[src/hw/mvr_pkg.sv]
// types, FSM states and block constants for the refinement engine
`default_nettype none

package mvr_pkg;

    typedef logic [7:0]         pixel_t;
    // L0 minus L1
    typedef logic signed [8:0]  resid_t;
    typedef logic signed [12:0] coef_t;
    // 16 x 4080 still fits
    typedef logic [15:0]        satd_t;
    typedef logic [3:0]         point_t;

    typedef enum logic [2:0] {
        S_IDLE,
        S_LOAD,
        S_MV,
        S_SEARCH,
        S_DRAIN,
        S_OUTPUT
    } state_t;

    localparam int BLK          = 4;
    localparam int NUM_POINTS   = 9;
    localparam int MV_BYTES     = 4;
    // 16 cost bits, then 4 point bits
    localparam int OUT_BITS     = 20;
    // reads still in flight after the last address
    localparam int DRAIN_CYCLES = 4;

endpackage

`default_nettype wire

[src/hw/best_select.sv]
// minimum-cost tracking and serial result shifter
`timescale 1ns/1ps
`default_nettype none

module best_select #(
    localparam int OBW = $clog2(mvr_pkg::OUT_BITS)
) (
    input  logic            clk,
    input  logic            rst_n,
    input  mvr_pkg::state_t state,
    input  logic            satd_valid,
    input  mvr_pkg::satd_t  satd,
    input  mvr_pkg::point_t satd_point,
    input  logic [OBW-1:0]  out_bit,
    output logic            out_valid,
    output logic            out_sad
);

    mvr_pkg::satd_t               best_cost;
    mvr_pkg::point_t              best_point;
    logic [mvr_pkg::OUT_BITS-1:0] result;

    // strictly lower wins, so ties keep the lower index
    always_ff @(posedge clk) begin
        if (state == mvr_pkg::S_MV) begin
            best_cost  <= '1;
            best_point <= '0;
        end else if (satd_valid && (satd < best_cost)) begin
            best_cost  <= satd;
            best_point <= satd_point;
        end
    end

    // cost goes out lsb first, point in the last four bits
    assign result = {best_point, best_cost};

    always_ff @(posedge clk or negedge rst_n) begin
        if (!rst_n) begin
            out_valid <= 1'b0;
            out_sad   <= 1'b0;
        end else begin
            out_valid <= (state == mvr_pkg::S_OUTPUT);
            out_sad   <= (state == mvr_pkg::S_OUTPUT) && result[out_bit];
        end
    end

endmodule

`default_nettype wire

[config.mk]
export PLATFORM = sky130hd
export DESIGN_NAME = best_select
export DESIGN_NICKNAME = d
export VERILOG_FILES = /design/src/hw/mvr_pkg.sv /design/src/hw/best_select.sv
export SDC_FILE = /design/constraint.sdc
export NUM_CORES = 1
export LEC_CHECK = 0
export BUFFER_PORTS_ARGS = -buffer_cell sky130_fd_sc_hd__buf_2
export CORE_MARGIN = 2
export CORE_UTILIZATION = 24
export DETAILED_ROUTE_END_ITERATION = 8
export PLACE_DENSITY = 0.42
export SETUP_SLACK_MARGIN = 0.2
export SLEW_MARGIN = 0
export SYNTH_ARGS = -nofsm -noshare
export SYNTH_HDL_FRONTEND = slang
export SYNTH_SLANG_ARGS = --single-unit
[constraint.sdc]
create_clock -name clk -period 2.65 [get_ports clk]
set_clock_uncertainty 0.2 [all_clocks]
set_input_delay 0.3975 -clock clk [delete_from_list [all_inputs] [get_ports clk]]
set_output_delay 0.3975 -clock clk [all_outputs]
set_load 0.05 [all_outputs]
# Yosys cells after proc, flatten, opt, wreduce, memory -nomap -nowiden
# Index checks and enable logic that the tools add are counted.
dict set report totals {
  wordCells 12
  in_bits 31
  regBits 22
}
dict set report op_classes {
  n_lt_le_gt_ge 2
  n_eq_ne 2
  mux 2
  reduce_logical 2
}
# cell count
set ops {}
lappend ops {{16-bit less-than comparator} 1}
lappend ops {{5-bit by 6-bit less-than comparator with 1-bit output, second input constant} 1}
lappend ops {{1-bit binary-select mux with 5-bit select} 1}
lappend ops {{3-bit by 2-bit == test with 1-bit output, second input constant} 1}
lappend ops {{3-bit == test, second input constant} 1}
lappend ops {{1-bit logical AND} 2}
lappend ops {{1-bit 2-to-1 mux} 1}

# Logic depth before layout (Yosys ltp)
dict set report logic_depth {
  ltp_word 3
  ltp_mapped 8
  mapped_depth_nobuf 7
}

# Worst setup path after synthesis
# OpenSTA, ideal clock, no wires.
dict set report synth_timing {
  path_type {in2reg}
  startpoint {input satd[15]}
  endpoint {register best_cost[0]}
  path_buffers 1
  arrival_ns 1.895
  setup_slack_ns 0.431
  setup_ns 0.123
  cell_stages 7
  path_cell_list {ha_1 > nand4_2 > or3_4 > o32a_4 > buf_6 > nand3_1 > nand3b_1}
}
dict set report synth_between {
  elab_chain_len 2
}
# element line
set synth_lines {}
lappend synth_lines {{start: declaration} best_select.sv:12} ;# input mvr_pkg::satd_t satd,
lappend synth_lines {{16-bit less-than comparator} best_select.sv:28} ;# end else if (satd_valid && (satd < best_cost)) begin
lappend synth_lines {{1-bit logical AND} best_select.sv:28}
lappend synth_lines {{end signal: assignment} best_select.sv:29} ;# best_cost <= satd;
lappend synth_lines {{end: declaration} best_select.sv:19} ;# mvr_pkg::satd_t best_cost;
# Every way passes these cells.
# A chain may end at the register's enable or synchronous reset.

# Final worst setup path
dict set report layout_timing {
  startpoint {register best_cost[15]}
  endpoint {register best_point[2]}
}
dict set report layout_between {
  elab_chain_len 2
}
# element line
set layout_lines {}
lappend layout_lines {{16-bit less-than comparator} best_select.sv:28}
lappend layout_lines {{1-bit logical AND} best_select.sv:28}
lappend layout_lines {{end signal: assignment} best_select.sv:30} ;# best_point <= satd_point;
lappend layout_lines {{end: declaration} best_select.sv:20} ;# mvr_pkg::point_t best_point;
# Every way passes these cells.

==> results.py <==
metrics = {
    "route": {
        "post_drt_wl_per_cell_um": 14.07,
        "vias": 1284,
        "routed_wirelength_mm": 3.798,
        "drc": 0,
        "postRouteAntennaNets": 0,
        "first_iter_violations": 51,
        "viasPerCell": 4.756,
        "first_pass_iters": 4,
    },
    "power": {
        "combPwrFrac_pct": 46.6,
        "p_per_area_mw_per_mm2": 953.8,
        "leakage_nw": 0.8317,
        "ir_drop_mv": 0.3014,
        "internal_power_w": 0.001087,
        "switching_share_pct": 36.92,
        "seqPwrFrac_pct": 35.0,
        "p_clk_share_pct": 18.4,
        "p_switching_w": 0.0006363,
    },
    "synthesis": {
        "ys_seq_area_share_pct": 29.80,
        "ys_ff_latch": 22,
        "synth_ff_type": "dfxtp_1",
        "synth-edff-count": 0,
        "synth_area_mm2": 0.001511,
        "syn_inst": 164,
        "synthArstFlopShare_pct": 9.091,
        "synth_top_area_cell": "dfxtp_1",
        "yosys.area.top_type_share_pct": 26.49,
        "synth_area_leaders": "dfxtp_1 (26%), ha_1 (12%), nand3b_1 (8.4%)",
        "synth_nets": 210,
        "synth_cell_types": 36,
        "yosys_warnings": 0,
        "synth_area_per_cell_um2": 9.216,
    },
    "sta": {
        "layout_worst_path_cycle_share_pct": 87.22,
        "fmax_ghz": 0.4326,
        "setup_tns_ns": 0,
        "finalCriticalPeriod_ns": 2.311,
        "tightest_slew_ns": 0.3403,
        "max-slew-margin-rel_pct": 77.31,
        "finalHoldViolCount": 0,
        "setup_ws_ns": 0.3385,
        "setup_violations": 0,
        "fin_hold_ws_ns": 0.09815,
        "rsz0062_at_grt": "false",
        "maxSlewViolCount": 0,
    },
    "clock_network": {
        "cts_sinks": 22,
        "numCtsBuffers": 3,
        "cts_resized": 0,
        "clkTransAtPathRegs_ns": 0.09,
        "htreeDepth": 1,
        "clkLatencyLatePin_ns": 0.27,
        "cts_tree": "done",
        "clock_path_buffers": 2,
        "root_buffer": "clkbuf_8",
    },
    "setup_path": {
        "r2r_start": "best_cost[15]",
        "startpoint_type": "flip-flop",
        "r2r-end": "best_point[2]",
        "cp_max_fo": 20,
        "worstPathArrival_ns": 2.32,
        "path_delay_family": "simple AND/OR/NAND/NOR gates",
        "critical-path-slowest-cell": "or3_4",
        "slowest_delay_ns": 0.42,
        "critPathRequiredTime_ns": 2.65,
        "crit_buf_inv": 2,
        "reg2regPathDepth": 8,
        "end_kind": "flip-flop",
        "rrSetupSlack_ns": 0.34,
        "critPathKind": "flip-flop to flip-flop",
        "path_cells": "inv_1 -> ha_1 -> nand4_2 -> or3_4 -> o32ai_2 -> buf_4 -> o21ai_1 -> a21oi_1",
    },
    "place": {
        "port_buffers": 32,
        "dp_hpwl_mm": 2.878,
        "gp_congestion": 0.6772,
        "pre_cts_ws_ns": 0.1942,
        "placedCellCount": 265,
    },
    "layout": {
        "stdcell_count": 270,
        "n_fill_cell": 644,
        "fin_nets": 242,
        "insertedDiodeCount": 0,
        "drive_above_1_share_pct": 28.21,
        "syn_to_final_growth_pct": 19.54,
    },
    "outcome": {
        "status": "finished, final reports clean",
    },
    "global_routing": {
        "grt_pass1_wl_mm": 6.334,
        "grt-ovfl-total": 0,
        "antenna_found_initial": 0,
        "track_usage_pct": 11.36,
        "grt_max_degree": 21,
        "grt_pass1_vias": 1292,
    },
    "min_path": {
        "hold_path.class": "primary input to flip-flop",
        "min_to": "out_valid",
        "hold_path.startpoint": "state[1]",
        "min_path_cells": 2,
    },
    "floorplanning": {
        "core_mm2": 0.005991,
        "die_w_um": 83.36,
        "start_util_pct": 25.23,
        "row_count": 28,
        "ios": 33,
        "die_area_mm2": 0.006949,
        "die_h_um": 83.36,
    },
    "job": {
        "max_cap_viol_count": 0,
    },
}
-- Yosys cell counts, drive strengths merged, types with 2 or more instances --
cell,instances
nor3b,2
ha,15
buf,7
nand3b,17
o21ai,20
nand4,3
dfrtp,2
clkbuf,3
a21oi,8
nand2,2
dfxtp,20
a21o,2
mux4,5
nand3,24
nor2,4
o21a,3
inv,15
-- metrics by stage --
stage	power (W)	utilization, %	cell area (um2)
floorplan	0.001201	-	1511
finish	0.001723	30.16	1807
CTS	0.001746	30.16	1807
global placement	0.001424	28.80	1725
detailed placement	0.001423	28.80	1725
global route	0.001876	30.16	1807
-- registers in the layout, summed over array words and instances, names as in the netlist --
register	count
best_cost	16
best_point	4
out_sad	1
out_valid	1
-- what timing repair did --
item,CTS,global route
buffers inserted,0,0
hold buffers,1,0
endpoints found under the setup margin,0,1
hold endpoints to repair,2,0
-- power groups by stage --
stage / clock network, W / logic (W) / registers (W)
floorplan: 0 / 0.000626 / 0.000575
global placement: 0 / 0.000802 / 0.000622
detailed placement: 0 / 0.000809 / 0.000614
CTS: 0.000326 / 0.000813 / 0.000607
global route: 0.000342 / 0.000906 / 0.000629
finish: 0.000318 / 0.000802 / 0.000603
-- cell type report --
cell class | instances | area [um2] | area share, %
Inverter | 15 | 56.30 | 3.116
Clock inverter | 1 | 30.03 | 1.662
Sequential cell | 22 | 450.4 | 24.93
Timing Repair Buffer | 38 | 207.7 | 11.50
Tap cell | 75 | 93.84 | 5.194
Clock buffer | 3 | 41.29 | 2.285
Multi-Input combinational cell | 116 | 927.1 | 51.32
-- cells by family (layout without fill, tap and decap cells) --
group / Yosys count / count (layout) / synth area share, %
flops: 22 / 22 / 29.80
fa+ha+maj: 15 / 15 / 12.42
compound gates: 39 / 39 / 18.13
mux: 6 / 6 / 8.113
buf+inv: 26 / 57 / 8.857
simple gates: 56 / 56 / 22.68
-- how the worst max path moves through the flow --
stage                             start       endpoint  slack, ns  cells past startpoint
after floorplan                satd[15]   best_cost[0]       0.43                      7
after detailed placement       satd[15]  best_cost[10]       0.19                      7
after global routing      best_cost[15]  best_cost[10]       0.22                      8
after global placement         satd[15]  best_cost[10]       0.20                      7
after CTS                 best_cost[15]  best_cost[10]       0.31                      7
final                     best_cost[15]  best_point[2]       0.34                      8
-- cell usage in the layout, fill, tap and decap left out --
cell,synthesis,final
a2111oi_4,1,1
a21o_1,1,1
a21o_2,1,1
a21oi_1,8,8
a41o_2,1,1
buf_2,2,32
buf_4,1,5
bufinv_16,0,1
clkbuf_8,0,3
dfrtp_1,2,2
dfxtp_1,20,20
dlygate4sd3_1,1,1
ha_1,15,15
inv_1,15,15
mux2i_1,1,1
mux4_2,5,5
nand2_1,2,2
nand2b_1,1,1
nand3_1,24,24
nand3b_1,17,17
nand4_1,2,2
nand4_2,1,1
nor2_1,4,4
nor3b_1,2,2
o211a_1,1,1
o211ai_1,1,1
o21a_1,3,3
o21ai_0,16,16
o21ai_1,4,4
o32a_4,1,1
o32ai_2,1,1
or2_2,1,1
or2b_2,1,1
or3_4,1,1
-- metal layers --
layer / up-vias / share of wire, % / GRT usage [%]
met5: - / 0 / 0
met4: 0 / 1.1 / 3.577
li1: 661 / - / -
met3: 4 / 3.3 / 2.286
met2: 19 / 45 / 18.04
met1: 600 / 50 / 15.43
No activity file was read; power rests on OpenSTA's default activity.
