**config.mk**
```make
export PLATFORM = sky130hd
export DESIGN_NAME = satd_unit_flat
export DESIGN_NICKNAME = d
export VERILOG_FILES = /design/src/hw/mvr_pkg.sv /design/src/hw/mvr_ifs.sv /design/src/hw/satd_unit.sv /design/src/flat_wrapper.sv
export SDC_FILE = /design/constraint.sdc
export NUM_CORES = 2
export LEC_CHECK = 0
export BUFFER_PORTS_ARGS = -buffer_cell sky130_fd_sc_hd__buf_2
export CAP_MARGIN = 10
export CORE_UTILIZATION = 45
export DETAILED_ROUTE_END_ITERATION = 10
export HOLD_SLACK_MARGIN = 0.03
export PLACE_DENSITY = 0.64
export SYNTH_ARGS = -nofsm -noshare
export SYNTH_HDL_FRONTEND = slang
export SYNTH_SLANG_ARGS = --single-unit
```
**constraint.sdc**
```tcl
create_clock -name clk -period 19.5 [get_ports clk]
set_input_delay 3.9 -clock clk [delete_from_list [all_inputs] [get_ports clk]]
set_output_delay 3.9 -clock clk [all_outputs]
set_load 0.01 [all_outputs]
```
**src/hw/mvr_pkg.sv**
```systemverilog
// types, FSM states and block constants for the refinement engine
`default_nettype none

package mvr_pkg;

    typedef logic [7:0]         pixel_t;
    // L0 minus L1
    typedef logic signed [8:0]  resid_t;
    typedef logic signed [12:0] coef_t;
    // 16 x 4080 still fits
    typedef logic [15:0]        satd_t;
    typedef logic [3:0]         point_t;

    typedef enum logic [2:0] {
        S_IDLE,
        S_LOAD,
        S_MV,
        S_SEARCH,
        S_DRAIN,
        S_OUTPUT
    } state_t;

    localparam int BLK          = 4;
    localparam int NUM_POINTS   = 9;
    localparam int MV_BYTES     = 4;
    // 16 cost bits, then 4 point bits
    localparam int OUT_BITS     = 20;
    // reads still in flight after the last address
    localparam int DRAIN_CYCLES = 4;

endpackage

`default_nettype wire

```
**src/hw/mvr_ifs.sv**
```systemverilog
// fetch_if and row_if interfaces between address, memory and cost stages
`timescale 1ns/1ps
`default_nettype none


// four pixels from each image, tags carried along
interface row_if;
    logic                               valid;
    mvr_pkg::point_t                    point;
    logic                               last_row;
    mvr_pkg::pixel_t [mvr_pkg::BLK-1:0] l0_row;
    mvr_pkg::pixel_t [mvr_pkg::BLK-1:0] l1_row;

    modport src (output valid, point, last_row, l0_row, l1_row);
    modport dst (input  valid, point, last_row, l0_row, l1_row);
endinterface

`default_nettype wire

```
**src/hw/satd_unit.sv**
```systemverilog
// residual, row and column hadamard passes and per-point SATD
`timescale 1ns/1ps
`default_nettype none

module satd_unit (
    input  logic            clk,
    input  logic            rst_n,
    row_if.dst              rows,
    output logic            satd_valid,
    output mvr_pkg::satd_t  satd,
    output mvr_pkg::point_t satd_point
);

    typedef mvr_pkg::coef_t quad_t [mvr_pkg::BLK];

    quad_t           resid;
    quad_t           rp [mvr_pkg::BLK];
    logic [1:0]      row_idx;
    logic            col_go;
    mvr_pkg::point_t col_point;
    mvr_pkg::satd_t  sum;

    // 4-point butterfly, same for rows and columns
    function automatic quad_t had4(input quad_t a);
        quad_t y;
        y[0] = a[0] + a[1] + a[2] + a[3];
        y[1] = a[0] - a[1] + a[2] - a[3];
        y[2] = a[0] + a[1] - a[2] - a[3];
        y[3] = a[0] - a[1] - a[2] + a[3];
        return y;
    endfunction

    function automatic mvr_pkg::satd_t abs_coef(input mvr_pkg::coef_t c);
        return mvr_pkg::satd_t'($unsigned((c < 0) ? -c : c));
    endfunction

    always_comb begin
        for (int i = 0; i < mvr_pkg::BLK; i++) begin
            resid[i] = mvr_pkg::coef_t'(mvr_pkg::resid_t'(
                {1'b0, rows.l0_row[i]} - {1'b0, rows.l1_row[i]}));
        end
    end

    // ============================================================
    // row pass
    // ============================================================
    always_ff @(posedge clk) begin
        if (rows.valid) begin
            rp[row_idx] <= had4(resid);
            col_point   <= rows.point;
        end
    end

    always_ff @(posedge clk or negedge rst_n) begin
        if (!rst_n) begin
            row_idx    <= '0;
            col_go     <= 1'b0;
            satd_valid <= 1'b0;
        end else begin
            if (rows.valid) row_idx <= rows.last_row ? 2'd0 : row_idx + 1'b1;
            col_go     <= rows.valid && rows.last_row;
            satd_valid <= col_go;
        end
    end

    // ============================================================
    // column pass and sum
    // ============================================================
    always_comb begin
        quad_t col;
        quad_t coef;
        sum = '0;
        for (int c = 0; c < mvr_pkg::BLK; c++) begin
            for (int r = 0; r < mvr_pkg::BLK; r++) col[r] = rp[r][c];
            coef = had4(col);
            for (int k = 0; k < mvr_pkg::BLK; k++) sum = sum + abs_coef(coef[k]);
        end
    end

    always_ff @(posedge clk) begin
        if (col_go) begin
            satd       <= sum;
            satd_point <= col_point;
        end
    end

endmodule

`default_nettype wire

```
**src/flat_wrapper.sv**
```systemverilog
// flat-port wrapper written by rule: the top's interface ports become plain ports
module satd_unit_flat 
  (clk, rst_n, satd_valid, satd, satd_point, rows_valid, rows_point, rows_last_row, rows_l0_row, rows_l1_row);
  row_if rows_i ();
  input  logic clk;
  input  logic rst_n;
  output logic satd_valid;
  output mvr_pkg::satd_t satd;
  output mvr_pkg::point_t satd_point;
  input wire logic [$bits(rows_i.valid)-1:0] rows_valid;
  input wire logic [$bits(rows_i.point)-1:0] rows_point;
  input wire logic [$bits(rows_i.last_row)-1:0] rows_last_row;
  input wire logic [$bits(rows_i.l0_row)-1:0] rows_l0_row;
  input wire logic [$bits(rows_i.l1_row)-1:0] rows_l1_row;
  assign rows_i.valid = rows_valid;
  assign rows_i.point = rows_point;
  assign rows_i.last_row = rows_last_row;
  assign rows_i.l0_row = rows_l0_row;
  assign rows_i.l1_row = rows_l1_row;
  satd_unit u_core (.clk(clk), .rst_n(rst_n), .rows(rows_i), .satd_valid(satd_valid), .satd(satd), .satd_point(satd_point));
endmodule
```
# Word-level counts from Yosys, hierarchy flattened
# Memories as Yosys holds them, arrays and structs flattened.
# Index checks and enable logic that the tools add are counted.
# totals
regBits,28
wordCells,129
input_bits,72
n_memories,1
latchBits,0
ramBits,208
output_inout_bits,21
rom_bits,0
# mem_list
memory,depth,word_bits,rd,rd_clocked_by_memory_dff,wr,line_no,source
u_core.rp,4,52,4,0,1,satd_unit.sv:17,quad_t rp [mvr_pkg::BLK];
# classes
reduce_logical,1
shift,0
n_bitwise,0
eq_ne,0
n_mux,19
mul,0
order_cmp,16
addsub,86
div_mod_pow,0
# op_table
op,count
13-bit adder,20
13-bit subtractor,20
16-bit by 13-bit adder with 16-bit output,14
"13-bit by 1-bit less-than comparator with 1-bit output, second input constant",16
13-bit two-way mux,16
13-bit negator,16
8-bit by 8-bit subtractor with 9-bit output,4
13-bit by 9-bit adder with 13-bit output,2
13-bit by 9-bit subtractor with 13-bit output,2
10-bit by 9-bit adder with 11-bit output,2
10-bit by 9-bit subtractor with 11-bit output,2
13-bit by 13-bit adder with 14-bit output,1
9-bit by 9-bit adder with 10-bit output,1
9-bit by 9-bit subtractor with 10-bit output,1
"2-bit by 1-bit adder with 2-bit output, second input constant",1
1-bit two-way mux,2
2-bit two-way mux,1
1-bit logical AND,1

# Depth between registers and ports, before layout
# An unclocked memory read counts as a cell.
# depth
word_depth,21
ltp_mapped,48

# Worst setup path before layout
# No wires, ideal clock.
# synth_timing
kind,flip-flop to flip-flop
from,memory u_core.rp[1][40] in the netlist's numbering
to,"register u_core.satd[14], data pin"
path_stages_with_launch,48
t_arrival_ns,10.503
t_required_ns,19.234
path_slack_ns,8.731
period_less_slack_ns,10.769
setup_ns,0.266
path_cell_list,edfxtp_1 inv_1 ha_1 inv_1 a21oi_1 o21bai_1 a21oi_1 o21bai_1 a21oi_1 o41ai_1 nor2_1 xnor2_1 fa_1 inv_1 ha_1 nand3_1 nor3_1 a2111oi_0 [... 12 more ...] nand3_1 o41ai_1 xor2_1 fa_1 fa_1 fa_1 fa_1 inv_1 fa_1 inv_1 fa_1 inv_1 ha_1 nand3_1 nand2_1 a41o_1 o41ai_1 xnor2_1
# synth_rtl
item,line_no,source
"start, declared",satd_unit.sv:17,
"end signal, assigned",satd_unit.sv:82,satd <= sum;
"end, declared",satd_unit.sv:10,"output mvr_pkg::satd_t satd,"

==> run metrics <==
Tot GR Track Use 22.9%; setup TNS 0 ps; core area 82500 um^2; Mapped Cells 4026; Mean Syn Cell Area 9.38 um^2; first-pass GRT wire length 151 mm; Slew Viols, Final 0; post-layout min period 12140 ps; Synth Register Bits 236; fin nets 5069; die height 292 um; Syn Nets 4968; Die ar. 85100 um^2; maximum clock rate 82.4 MHz; most frequent CP cell fa_1; vias in the first global route 27700; Warnings, synthesis 0; pin count of the biggest net entering global routing 53; cts bufs inserted 30; Synth Cell Area 37800 um^2; Max Root-Sink Buffers 3; Setup CP Type flop to flop; DR vias 27600; H-Tree Level Count 1; Post-Route WL 96.7 mm; RSZ-0062 raised after global routing false; hold_buf cts 0; status finished, final reports clean; Hold WC Path Type flop to flop; die width 292 um; routed len/inst 18.5 um; area grow syn2layout 7.25%; Max Cap Viol 0; Cell Rows 105; final hold violation count 0; Initial Util 45.8%; element type at the critical path end flop; antenna-violating nets left 0; share of layout cells above drive strength 1 5.04%; CP Data Arrival Time 12490 ps; number of detailed-route iterations in the first pass 5; CTS sink count 236; Clock transition at path regs 60 ps; Skew-Pair Late Insertion Delay 620 ps; Final Skew 25.1 ps; Slew HR 28.8%; RD Place Congestion 0.956; Final Cell Area 40500 um^2; fin crit share 62.3%; DP Wirelength 83.1 mm; detailed-route vias per instance 5.28; clock root cell clkbuf_16; Slowest-stage cell, CP a2111oi_0; Initial DRC Count 1599; Top FF cell, synth edfxtp_1; startpoint types flop; Ports 93; Post-DP Area 39500 um^2; data required time of the worst path 19840 ps; CTS tree yes; IO Port Bufs 92; initial antenna violation count 0; ys async rst share 1.69%; worst-path maximum fanout 11; Distinct cells, synth 82; worst-margin pin slew 1060 ps; Final setup viols 0; fill count 7692; Post-CTS Setup Bufs 0; DRC errors left 0; post-CTS sizing 0; # diodes 0; number of flops mapped to enable cells by yosys 232; grt ovf 0; Seq/Total Area, Yosys 18.7%; highest cell delay on the worst timing path 650 ps
## flip-flops by register name (all words and copies together), names as in the netlist
signal	cells
u_core.col_point	4
u_core.satd	16
u_core.col_go	1
u_core.row_idx	2
u_core.satd_valid	1
u_core.satd_point	4
u_core.rp	208
## metal layers
metal	global-route usage, %	wire length, um
met1	30.6	43800
met2	39.5	45700
met3	2.20	4540
met4	5.99	2630
met5	0	0
## cells in the mapped netlist (all sizes together) (15+ instances only)
cell    instances  share of area [%]
inv           690                6.9
ha            486                 16
fa            384                 20
xnor2         335                7.8
nor2          329                3.3
edfxtp        232                 18
a21oi         228                3.0
xor2          184                4.3
o21ai         159                2.1
nand2         141                1.4
nor3           87                1.2
o21bai         86                1.7
a21o           66                1.3
nor2b          52               0.86
a211oi         47               0.95
nand3          47               0.62
nand2b         43               0.71
o21a           42               0.83
o31ai          28               0.60
and3           26               0.43
o41ai          26               0.68
or3            23               0.38
a21boi         22               0.44
a31oi          22               0.36
or2            21               0.35
clkbuf         20               0.20
o211ai         20               0.40
nor4           18               0.30
buf            17               0.28
and2           15               0.25
## layout make-up
cell class                 count  area (um^2)  area share, %
multi-input combinational   3063        27900           69.0
sequential                   236         7070           17.4
inverter                     690         2590           6.39
tap                         1070         1340           3.31
clock buffer                  33          783           1.93
timing repair buffer         106          566           1.40
clock inverter                22          226          0.559
## cell usage in the layout (no fill, tap or decap), types with 10 or more instances in the layout
master     instances
a31oi_1           22
o41ai_1           22
clkbuf_16         31
o211ai_1          20
a21boi_0          22
or2_2             20
ha_1             486
or3_1             23
nor2b_1           52
o21bai_1          86
nand2_1          141
o21ai_0          152
and3_1            26
and2_1            11
fa_1             384
nor2_1           329
buf_2             92
nand3_1           47
or4_1             10
xnor2_1          332
a21o_1            66
nor3_1            87
o21a_1            42
a21oi_1          226
a211oi_1          46
xor2_1           182
buf_4             14
o31ai_1           25
edfxtp_1         232
nand2b_1          43
nor4_1            18
a211o_1           10
inv_1            690
## stage by stage
step	hold WS [ps]	worst slack (ps)	instances	utilization, %
floorplan	400	8730	4026	-
CTS	419	7410	5220	49.1
global placement	403	7610	5165	47.9
finish	417	7360	5220	49.1
detailed placement	406	7450	5165	47.9
global route	441	6410	5220	49.1
## cells by family after synthesis
family,count (synthesis),share of synthesized area (%)
simple gates,840,10.5
mux,8,0.222
flops,236,18.7
compound gates,825,14.5
xor+xnor,520,12.2
fa+ha+maj,870,36.5
buf+inv,727,7.34
## critical path, delay by kind of cell (launching register included)
kind / cells / cell delay [ps]
AOI/OAI and AO/OA: 17 / 4040
xor gates and xnor gates: 5 / 1540
adders and majority gates: 11 / 4810
buffers and inverters: 6 / 450
DFF: 1 / 430
and+or+nand+nor: 7 / 590
## worst paths after layout
check / start / to / slack (ps) / depth (start not counted)
worst max-delay path: u_core.rp[1][40]$_DFFE_PP_ / u_core.satd[14]$_DFFE_PP_ / 7360 / 46
worst min-delay path: u_core.col_point[1]$_DFFE_PP_ / u_core.satd_point[1]$_DFFE_PP_ / 420 / 0
worst max register to register: u_core.rp[1][40]$_DFFE_PP_ / u_core.satd[14]$_DFFE_PP_ / 7360 / 46
worst min register to register: u_core.col_point[1]$_DFFE_PP_ / u_core.satd_point[1]$_DFFE_PP_ / 420 / 0
max in group asynchronous: rst_n / u_core.satd_valid$_DFF_PN0_ / 16270 / 1
min in group asynchronous: rst_n / u_core.row_idx[1]$_DFFE_PN0P_ / 3100 / 1
Power is not shown: default switching activity piles up to over one toggle a cycle in this logic, so the estimate is an artifact.
