### src/hw/mvr_pkg.sv
// types, FSM states and block constants for the refinement engine
`default_nettype none

package mvr_pkg;

    typedef logic [7:0]         pixel_t;
    // L0 minus L1
    typedef logic signed [8:0]  resid_t;
    typedef logic signed [12:0] coef_t;
    // 16 x 4080 still fits
    typedef logic [15:0]        satd_t;
    typedef logic [3:0]         point_t;

    typedef enum logic [2:0] {
        S_IDLE,
        S_LOAD,
        S_MV,
        S_SEARCH,
        S_DRAIN,
        S_OUTPUT
    } state_t;

    localparam int BLK          = 4;
    localparam int NUM_POINTS   = 9;
    localparam int MV_BYTES     = 4;
    // 16 cost bits, then 4 point bits
    localparam int OUT_BITS     = 20;
    // reads still in flight after the last address
    localparam int DRAIN_CYCLES = 4;

endpackage

`default_nettype wire

### src/hw/mvr_fsm.sv
// top-level control FSM of the refinement engine
`timescale 1ns/1ps
`default_nettype none

module mvr_fsm (
    input  logic            clk,
    input  logic            rst_n,
    input  logic            in_valid,
    input  logic            in_valid2,
    input  logic            load_done,
    input  logic            mv_done,
    input  logic            search_done,
    input  logic            drain_done,
    input  logic            out_done,
    output mvr_pkg::state_t state
);

    mvr_pkg::state_t next_state;

    always_ff @(posedge clk or negedge rst_n) begin
        if (!rst_n) begin
            state <= mvr_pkg::S_IDLE;
        end else begin
            state <= next_state;
        end
    end

    // each state leaves on the done pulse of its own counter
    always_comb begin
        next_state = state;
        case (state)
            mvr_pkg::S_IDLE: begin
                if (in_valid) begin
                    next_state = mvr_pkg::S_LOAD;
                end else if (in_valid2) begin
                    next_state = mvr_pkg::S_MV;
                end
            end
            mvr_pkg::S_LOAD: begin
                if (load_done) next_state = mvr_pkg::S_IDLE;
            end
            mvr_pkg::S_MV: begin
                if (mv_done) next_state = mvr_pkg::S_SEARCH;
            end
            mvr_pkg::S_SEARCH: begin
                if (search_done) next_state = mvr_pkg::S_DRAIN;
            end
            mvr_pkg::S_DRAIN: begin
                if (drain_done) next_state = mvr_pkg::S_OUTPUT;
            end
            mvr_pkg::S_OUTPUT: begin
                if (out_done) next_state = mvr_pkg::S_IDLE;
            end
            default: next_state = mvr_pkg::S_IDLE;
        endcase
    end

endmodule

`default_nettype wire

### config.mk
export PLATFORM = sky130hd
export DESIGN_NAME = mvr_fsm
export DESIGN_NICKNAME = d
export VERILOG_FILES = /design/src/hw/mvr_pkg.sv /design/src/hw/mvr_fsm.sv
export SDC_FILE = /design/constraint.sdc
export NUM_CORES = 1
export LEC_CHECK = 0
export ABC_AREA = 1
export BUFFER_PORTS_ARGS = -buffer_cell sky130_fd_sc_hd__buf_2
export CORE_AREA = 2 2 39 41
export CTS_BUF_LIST = sky130_fd_sc_hd__clkbuf_8
export CTS_CLUSTER_DIAMETER = 150
export CTS_CLUSTER_SIZE = 25
export DETAILED_ROUTE_END_ITERATION = 10
export DIE_AREA = 0 0 41 43
export PLACE_DENSITY = 0.38
export SETUP_SLACK_MARGIN = 0.05
export SLEW_MARGIN = 25
export SYNTH_ARGS = -nofsm -noshare
export SYNTH_HDL_FRONTEND = slang
export SYNTH_SLANG_ARGS = --single-unit
### constraint.sdc
create_clock -name clk -period 1.9 [get_ports clk]
set_clock_uncertainty 0.2 [all_clocks]
set_input_delay 0.19 -clock clk [delete_from_list [all_inputs] [get_ports clk]]
set_output_delay 0.19 -clock clk [all_outputs]
set_load 0.02 [all_outputs]
After elaboration in Yosys (flattened, before gate mapping)

Cells that the tools add are included.

Multiply operators: 0
Magnitude comparators: 0
Add/subtract/negate cells: 0
Reduce and logical (&&, ||, !) cells: 2
Bitwise gates (word level): 0
Shift operators: 0
Equal/unequal tests: 11
Div/mod/pow operators: 0
Multiplexer cells: 8

Operator list:

| kind                                                                  | number |
|---|---|
| 3-bit two-way mux                                                     | 7 |
| 3-bit one-hot mux with 6 select lines                                 | 1 |
| 2-bit != test, second input constant                                  | 5 |
| 3-bit by 2-bit equality test with 1-bit output, second input constant | 2 |
| 3-bit equality test, second input constant                            | 2 |
| 6-bit AND reduction                                                   | 1 |
| 3-bit by 1-bit equality test with 1-bit output, second input constant | 1 |
| 3-bit zero test                                                       | 1 |
| 3-bit != test, second input constant                                  | 1 |

Memories: 0
Register bits: 3
Memory bits (read-only): 0
Input port bits: 9
Latch bits: 0
Output and inout bits: 3
Memory bits (writable): 0

Longest topological paths before layout

Gate-level depths: netlist of run 1.

Depth in word-level cells: 3
Gate-level depth with buffers: 8

Worst setup path after synthesis of run 1

Ideal clock, no wire load.

Path type: register -> register
Start: register state[2]
End: register state[0]
Slack: 527 ps
Cell stages (with the launch flop): 9
Data arrival time: 1051 ps
Data required time: 1579 ps
Library setup time: 121 ps
Cells stage by stage: dfrtp_1 > inv_2 > nand2_2 > nor2_2 > nand2_2 > nand2_2 > clkinv_2 > nand3_1 > nand2_1

Word-level cells in the longest chain between the ends: 3
Elaborated cells between the ends (all ways): 14
Those cells by class: eq/ne (11); mux (1); reduce/logical (2)

Ends and longest elaborated chain:

| what                                                                   | RTL line      | RTL |
|---|---|---|
| from (decl)                                                            | mvr_fsm.sv:15 | `output mvr_pkg::state_t state` |
| from (signal assigned)                                                 | mvr_fsm.sv:22 | `state <= mvr_pkg::S_IDLE;` |
| from (signal assigned)                                                 | mvr_fsm.sv:24 | `state <= next_state;` |
| 3-bit equality test, or another cell as far along                      | mvr_fsm.sv:31 | `case (state)` |
| 2-bit != test (no source line) / 3-bit != test (equally long branches) | n/a           |  |
| 6-bit AND reduction (no source line)                                   | n/a           |  |

Several ways; a longest one is shown, not always the timed one.
A chain may end at the register's enable or synchronous reset.

Worst setup path in the final report of run 1

Ends and elaborated chain as after synthesis.

==> reports/metrics.cfg, run 1 <==
[yosys]
yosys_warnings = 0
ys.flop_type = dfrtp_1
synth.distinct_cells = 14
yosysMostFrequentCell = nand2_1
synthTopCellsByArea = dfrtp_1 (30%), nand3_1 (12%), nand2_1 (11%), inv_1 (9.1%), o21ai_0 (8.1%)
synth_edf_count = 0
async_reset_ff_share_pct = 100
syn_area_per_cell_sq_um = 6.19
synthesis.area_sq_um = 248
synth.top_cells.by_count = nand2_1 (7), inv_1 (6), nand3_1 (6)
ys_ff_latch = 3
yosys.area.top_type = dfrtp_1
synth_seq_area_share_pct = 30.3
synthCells = 40
yosysTopAreaCellShare_pct = 30.3
synth_fp_nets = 49

[placement]
dp_hpwl_microns = 468
port_buffers = 11
dpl_cell_area_sq_um = 323
dp_cells = 67
gp_congestion = 0.712

[outcome]
outcome = complete, no violations

[clock_network]
root_buffer = clkbuf_8
clock_path_buffers = 2
cts_buffers = 3
clk_pin_slew_worst_paths_ps = 30
cts_setup_buffers = 0
cts_num_sinks = 3
h-tree-depth = 1
cts_tree = built
clk_latency_ps = 210

[layout]
final_cell_area_sq_um = 378
layout-drive-gt1-share_pct = 35.7
fin_cells = 72
area_growth_pct = 52.5
largest_register = state
largest_reg_flops = 3
layout.nets = 66
n_antenna_cell = 0
reg_top3 = state x3

[pwr]
p_leak_nw = 0.224
p_total_mw = 0.581
p_per_area_nw_per_um2 = 1540
peakVddDrop_mv = 0.549

[setup_path]
worstSetupEndpointType = flip-flop
ff2ff_setup_slack_ps = 540
reg2regPathDepth = 8
critPathLaunch = state[2]$_DFFE_PN0P_
r2r-end = state[0]$_DFFE_PN0P_
critical_path_class = reg2reg
start_kind = flip-flop
cp_max_fo = 8
arrival_ps = 1260
timing.rr.start = state[2]$_DFFE_PN0P_
worstPathRequired_ps = 1800
timing.critical_path.to = state[0]$_DFFE_PN0P_

[floorplanning]
fp.dieW_microns = 41
coreArea_sq_um = 1380
num_rows = 14
chipHeight_microns = 43
pin_count = 12
dieArea_sq_um = 1760
initial_core_util_pct = 17.9

[grt]
grt_pass1_wl_mm = 1.03
grt_max_degree = 9
gr-total-overflow = 0
grt_antenna_before_repair = 0
grt_use_total_pct = 8.86
first_global_vias = 274

[detailed_routing]
wirelength_microns = 594
remaining_drc_errors = 0
wl_per_cell_microns = 8.25
drt_iter0_markers = 3
dr.pass1.iters = 2
dr_total_vias = 286
avgViaCountPerCell = 3.97
detail-route-antenna-nets = 0

[timing]
worst_pin_slew_ps = 227
slew_violations = 0
timing_hold_violations_final = 0
slew_headroom_pct = 84.9
fin_tns_setup_ps = 0
setup-violations-final = 0
fin_crit_ps = 1360
rsz0062_at_grt = false
whs_ps = 92.2
timing.final.crit_share_pct = 71.6
clock.fmax_mhz = 735

[min_path]
hold_class = in2reg

[run]
maxCapViolations = 0

## per-layer routing
metal	GRT usage (%)	share of wire (%)	up-vias
li1	-	-	159
met1	11.7	47	120
met2	10.6	46	7
met3	3.14	6.9	0
met4	8.00	0	0
met5	0	0	-
## layout make-up
cell class / instances / area, sq um
clock buffer: 3 / 41.3
clock inverter: 1 / 3.75
fill: 173 / 1010
inverter: 8 / 31.3
multi-input combinational: 29 / 141
sequential: 3 / 75.1
tap: 16 / 20.0
timing repair buffer: 12 / 65.1
## how the worst min path moves through the flow
| stage | start | to | depth (start not counted) |
|---|---|---|---|
| 3_5_place_dp | rst_n | state[0]$_DFFE_PN0P_ | 1 |
| 2_1_floorplan | rst_n | state[0]$_DFFE_PN0P_ | 0 |
| 3_3_place_gp | rst_n | state[1]$_DFFE_PN0P_ | 1 |
| 5_1_grt | rst_n | state[0]$_DFFE_PN0P_ | 2 |
| 4_1_cts | rst_n | state[1]$_DFFE_PN0P_ | 2 |
| 6_report | out_done | state[2]$_DFFE_PN0P_ | 4 |
## logic make-up after synthesis
logic type | after synthesis | synth area share (%)
and+or+nand+nor | 22 | 41.4
buffers and inverters | 8 | 12.6
AOI/OAI and AO/OA | 7 | 15.7
DFF | 3 | 30.3
## cell usage in the layout, fill, tap and decap left out, drive strengths merged
| master | netlist | layout |
|---|---|---|
| buf | 0 | 11 |
| nand2 | 10 | 10 |
| inv | 7 | 8 |
| nand3 | 6 | 6 |
| nor2 | 5 | 5 |
| o21ai | 4 | 4 |
| clkbuf | 0 | 3 |
| dfrtp | 3 | 3 |
| nand4 | 1 | 1 |
| o21bai | 1 | 1 |
| clkinv | 1 | 1 |
| a31oi | 1 | 1 |
| a21oi | 1 | 1 |
| dlygate4sd3 | 0 | 1 |
## where the power goes
part	leakage (nW)	internal (mW)	switching (mW)	total, mW
clock network	0.0269	0.137	0.0413	0.179
logic	0.159	0.0996	0.168	0.268
registers	0.0379	0.0932	0.0418	0.135
total	0.224	0.330	0.251	0.581
## metrics by stage
stage / utilization, % / setup WS, ps
final: 27.3 / 539
after global routing: 27.3 / 391
after CTS: 27.3 / 520
after detailed placement: 23.3 / 529
after global placement: 23.3 / 501
after floorplan: - / 527
## critical path: stages (launching register included)
cell,delay [ps]
dfrtp_1,440
inv_2,120
nand2_2,70
nor2_2,100
nand2_2,50
nand2_2,60
clkinv_2,70
nand3_1,80
nand2_1,50
## repair_timing
action / CTS / global route
endpoints found under the hold margin: 3 / 0
resized for setup: 0 / 0
hold buffers: 1 / 0
Power figures use the tool's default switching activity.
==> run 2, diff against run 1 <==
Settings changed: ABC_AREA 1 to 0, PLACE_DENSITY 0.38 to 0.37.
Clock period 1.9 ns to 1.2 ns, I/O delays scaled along.
==> reports/metrics.cfg, run 2 <==
[yosys]
synth_compound_gate_area_share_pct = 26.0
synth_edf_count = 0
yosys.area.top_type = dfrtp_1
synthAdderAreaFrac_pct = 0
synth_fp_nets = 31
synth.distinct_cells = 17
ys_ff_latch = 3
yosysTopAreaCellShare_pct = 34.7
async_reset_ff_share_pct = 100
synth.area.mux_share_pct = 6.94
synth.top_cells.by_count = dfrtp_1 (3), and2b_2 (2), inv_1 (2), nor3_1 (2)
yosys_warnings = 0
synthCells = 22
synthSimpleGateAreaFrac_pct = 23.7
synthXorXnorAreaFrac_pct = 0
synth_seq_area_share_pct = 34.7
synthTopCellsByArea = dfrtp_1 (35%), and2b_2 (8.1%), mux2_4 (6.9%), o22ai_2 (5.8%), a41o_2 (5.2%)
syn_area_per_cell_sq_um = 9.84
yosysMostFrequentCell = dfrtp_1
ys.flop_type = dfrtp_1
synthesis.area_sq_um = 216
synth_top_family_by_area = compound AO/OA/AOI/OAI gates

[floorplanning]
fp.dieW_microns = 41
dieArea_sq_um = 1760
num_rows = 14
chipHeight_microns = 43
coreArea_sq_um = 1380
initial_core_util_pct = 15.6
pin_count = 12

[grt]
grt_use_total_pct = 7.62
first_global_vias = 238
grt_max_degree = 8
gr-total-overflow = 0
grt_pass1_wl_microns = 883
grt_antenna_before_repair = 0

[layout]
layout.nets = 50
largest_reg_flops = 3
largest_register = state
final_common_cell = buf_2
final_cell_mix = buf_2 (9), buf_4 (5), inv_1 (3), clkbuf_8 (3)
fin_cells = 56
reg_top3 = state x3
area_growth_pct = 71.1
layout-drive-gt1-share_pct = 62.5
n_antenna_cell = 0

[pwr]
p_per_area_nw_per_um2 = 2770
p_leak_nw = 0.187
peakVddDrop_mv = 0.511

[setup_path]
worstPathRequired_ps = 1150
critical_path_class = reg2reg
cp_max_fo = 7
arrival_ps = 1260
ff2ff_setup_slack_ps = -110
worstSetupEndpointType = flip-flop
start_kind = flip-flop
reg2regPathDepth = 3
r2r-end = state[0]$_DFFE_PN0P_
timing.rr.start = state[1]$_DFFE_PN0P_

[timing]
timing.final.crit_share_pct = 109
timing_hold_violations_final = 0
slew_headroom_pct = 84.7
clock.fmax_mhz = 762
fin_tns_setup_ps = -306
whs_ps = 24.6
rsz0062_at_grt = true
finalWorstSetupSlack_ps = -112
setup-violations-final = 5
fin_crit_ps = 1310
worst_pin_slew_ps = 229
slew_violations = 0

[min_path]
min_to = state[2]$_DFFE_PN0P_
hold_class = in2reg
holdPathStages = 2
min_from = search_done

[outcome]
outcome = finished, violations left
failed_checks = setup timing

[detailed_routing]
dr_total_vias = 223
wl_per_cell_microns = 10.0
avgViaCountPerCell = 3.98
remaining_drc_errors = 0
wirelength_microns = 560
detail-route-antenna-nets = 0
dr.pass1.iters = 1
drt_iter0_markers = 0

[clock_network]
clk_pin_slew_worst_paths_ps = 30
cts_tree = built
cts_buffers = 3
clock_path_buffers = 2
cts_num_sinks = 3
clk_latency_ps = 220
root_buffer = clkbuf_8
h-tree-depth = 1

[placement]
gp_congestion = 0.662
port_buffers = 11
dp_hpwl_microns = 408
dp_cells = 49

[run]
maxCapViolations = 0

run 2: what timing repair did:
item	CTS	global route
hold buffers	1	0
hold endpoints to repair	3	0
resized for setup	4	0
endpoints found under the setup margin	6	6
buffers inserted	2	0
run 2: layout make-up:
class / instances / area [sq um]
Inverter: 2 / 7.51
Clock buffer: 3 / 41.3
Timing Repair Buffer: 15 / 92.6
Sequential cell: 3 / 77.6
Tap cell: 16 / 20.0
Clock inverter: 1 / 3.75
Multi-Input combinational cell: 16 / 128
Fill cell: 159 / 1010
run 2: cells by family (layout without fill, tap and decap cells):
| family | Yosys count | in the layout |
|---|---|---|
| multiplexers | 1 | 1 |
| flip-flops | 3 | 3 |
| buffers and inverters | 3 | 21 |
| AND/OR/NAND/NOR | 8 | 8 |
| AO/OA/AOI/OAI | 7 | 7 |
run 2: worst max path at each step:
stage	from	to	slack, ps
after floorplan	state[1]$_DFFE_PN0P_	state[0]$_DFFE_PN0P_	-190
after CTS	state[1]$_DFFE_PN0P_	state[0]$_DFFE_PN0P_	-110
after detailed placement	state[1]$_DFFE_PN0P_	state[0]$_DFFE_PN0P_	-120
final	state[1]$_DFFE_PN0P_	state[0]$_DFFE_PN0P_	-110
after global placement	state[1]$_DFFE_PN0P_	state[0]$_DFFE_PN0P_	-120
after global routing	state[1]$_DFFE_PN0P_	state[0]$_DFFE_PN0P_	-140
run 2: layer usage:
metal | part of all wire [%] | GRT usage (%)
met4 | 0 | 6.00
met3 | 4.1 | 3.14
met1 | 50 | 8.97
met2 | 46 | 10.3
met5 | 0 | 0
run 2: power by group:
group          internal, mW  switching, mW
Sequential            0.162         0.0966
Clock                 0.218         0.0671
Combinational         0.278          0.204
run 2: per-stage QoR:
step | power [mW] | area, sq um | setup WS [ps] | utilization, %
after floorplan | 0.556 | 219 | -191 | -
after global placement | 0.667 | 290 | -124 | 21.0
after detailed placement | 0.660 | 290 | -120 | 21.0
after CTS | 1.03 | 370 | -108 | 26.8
after global routing | 1.11 | 370 | -144 | 26.8
final | 1.03 | 370 | -112 | 26.8
run 2: worst max-delay path: stages, from the launching register on:
cell and delay [ps]:
dfrtp_2 450, mux2_4 310, o22ai_2 140, a22o_1 150
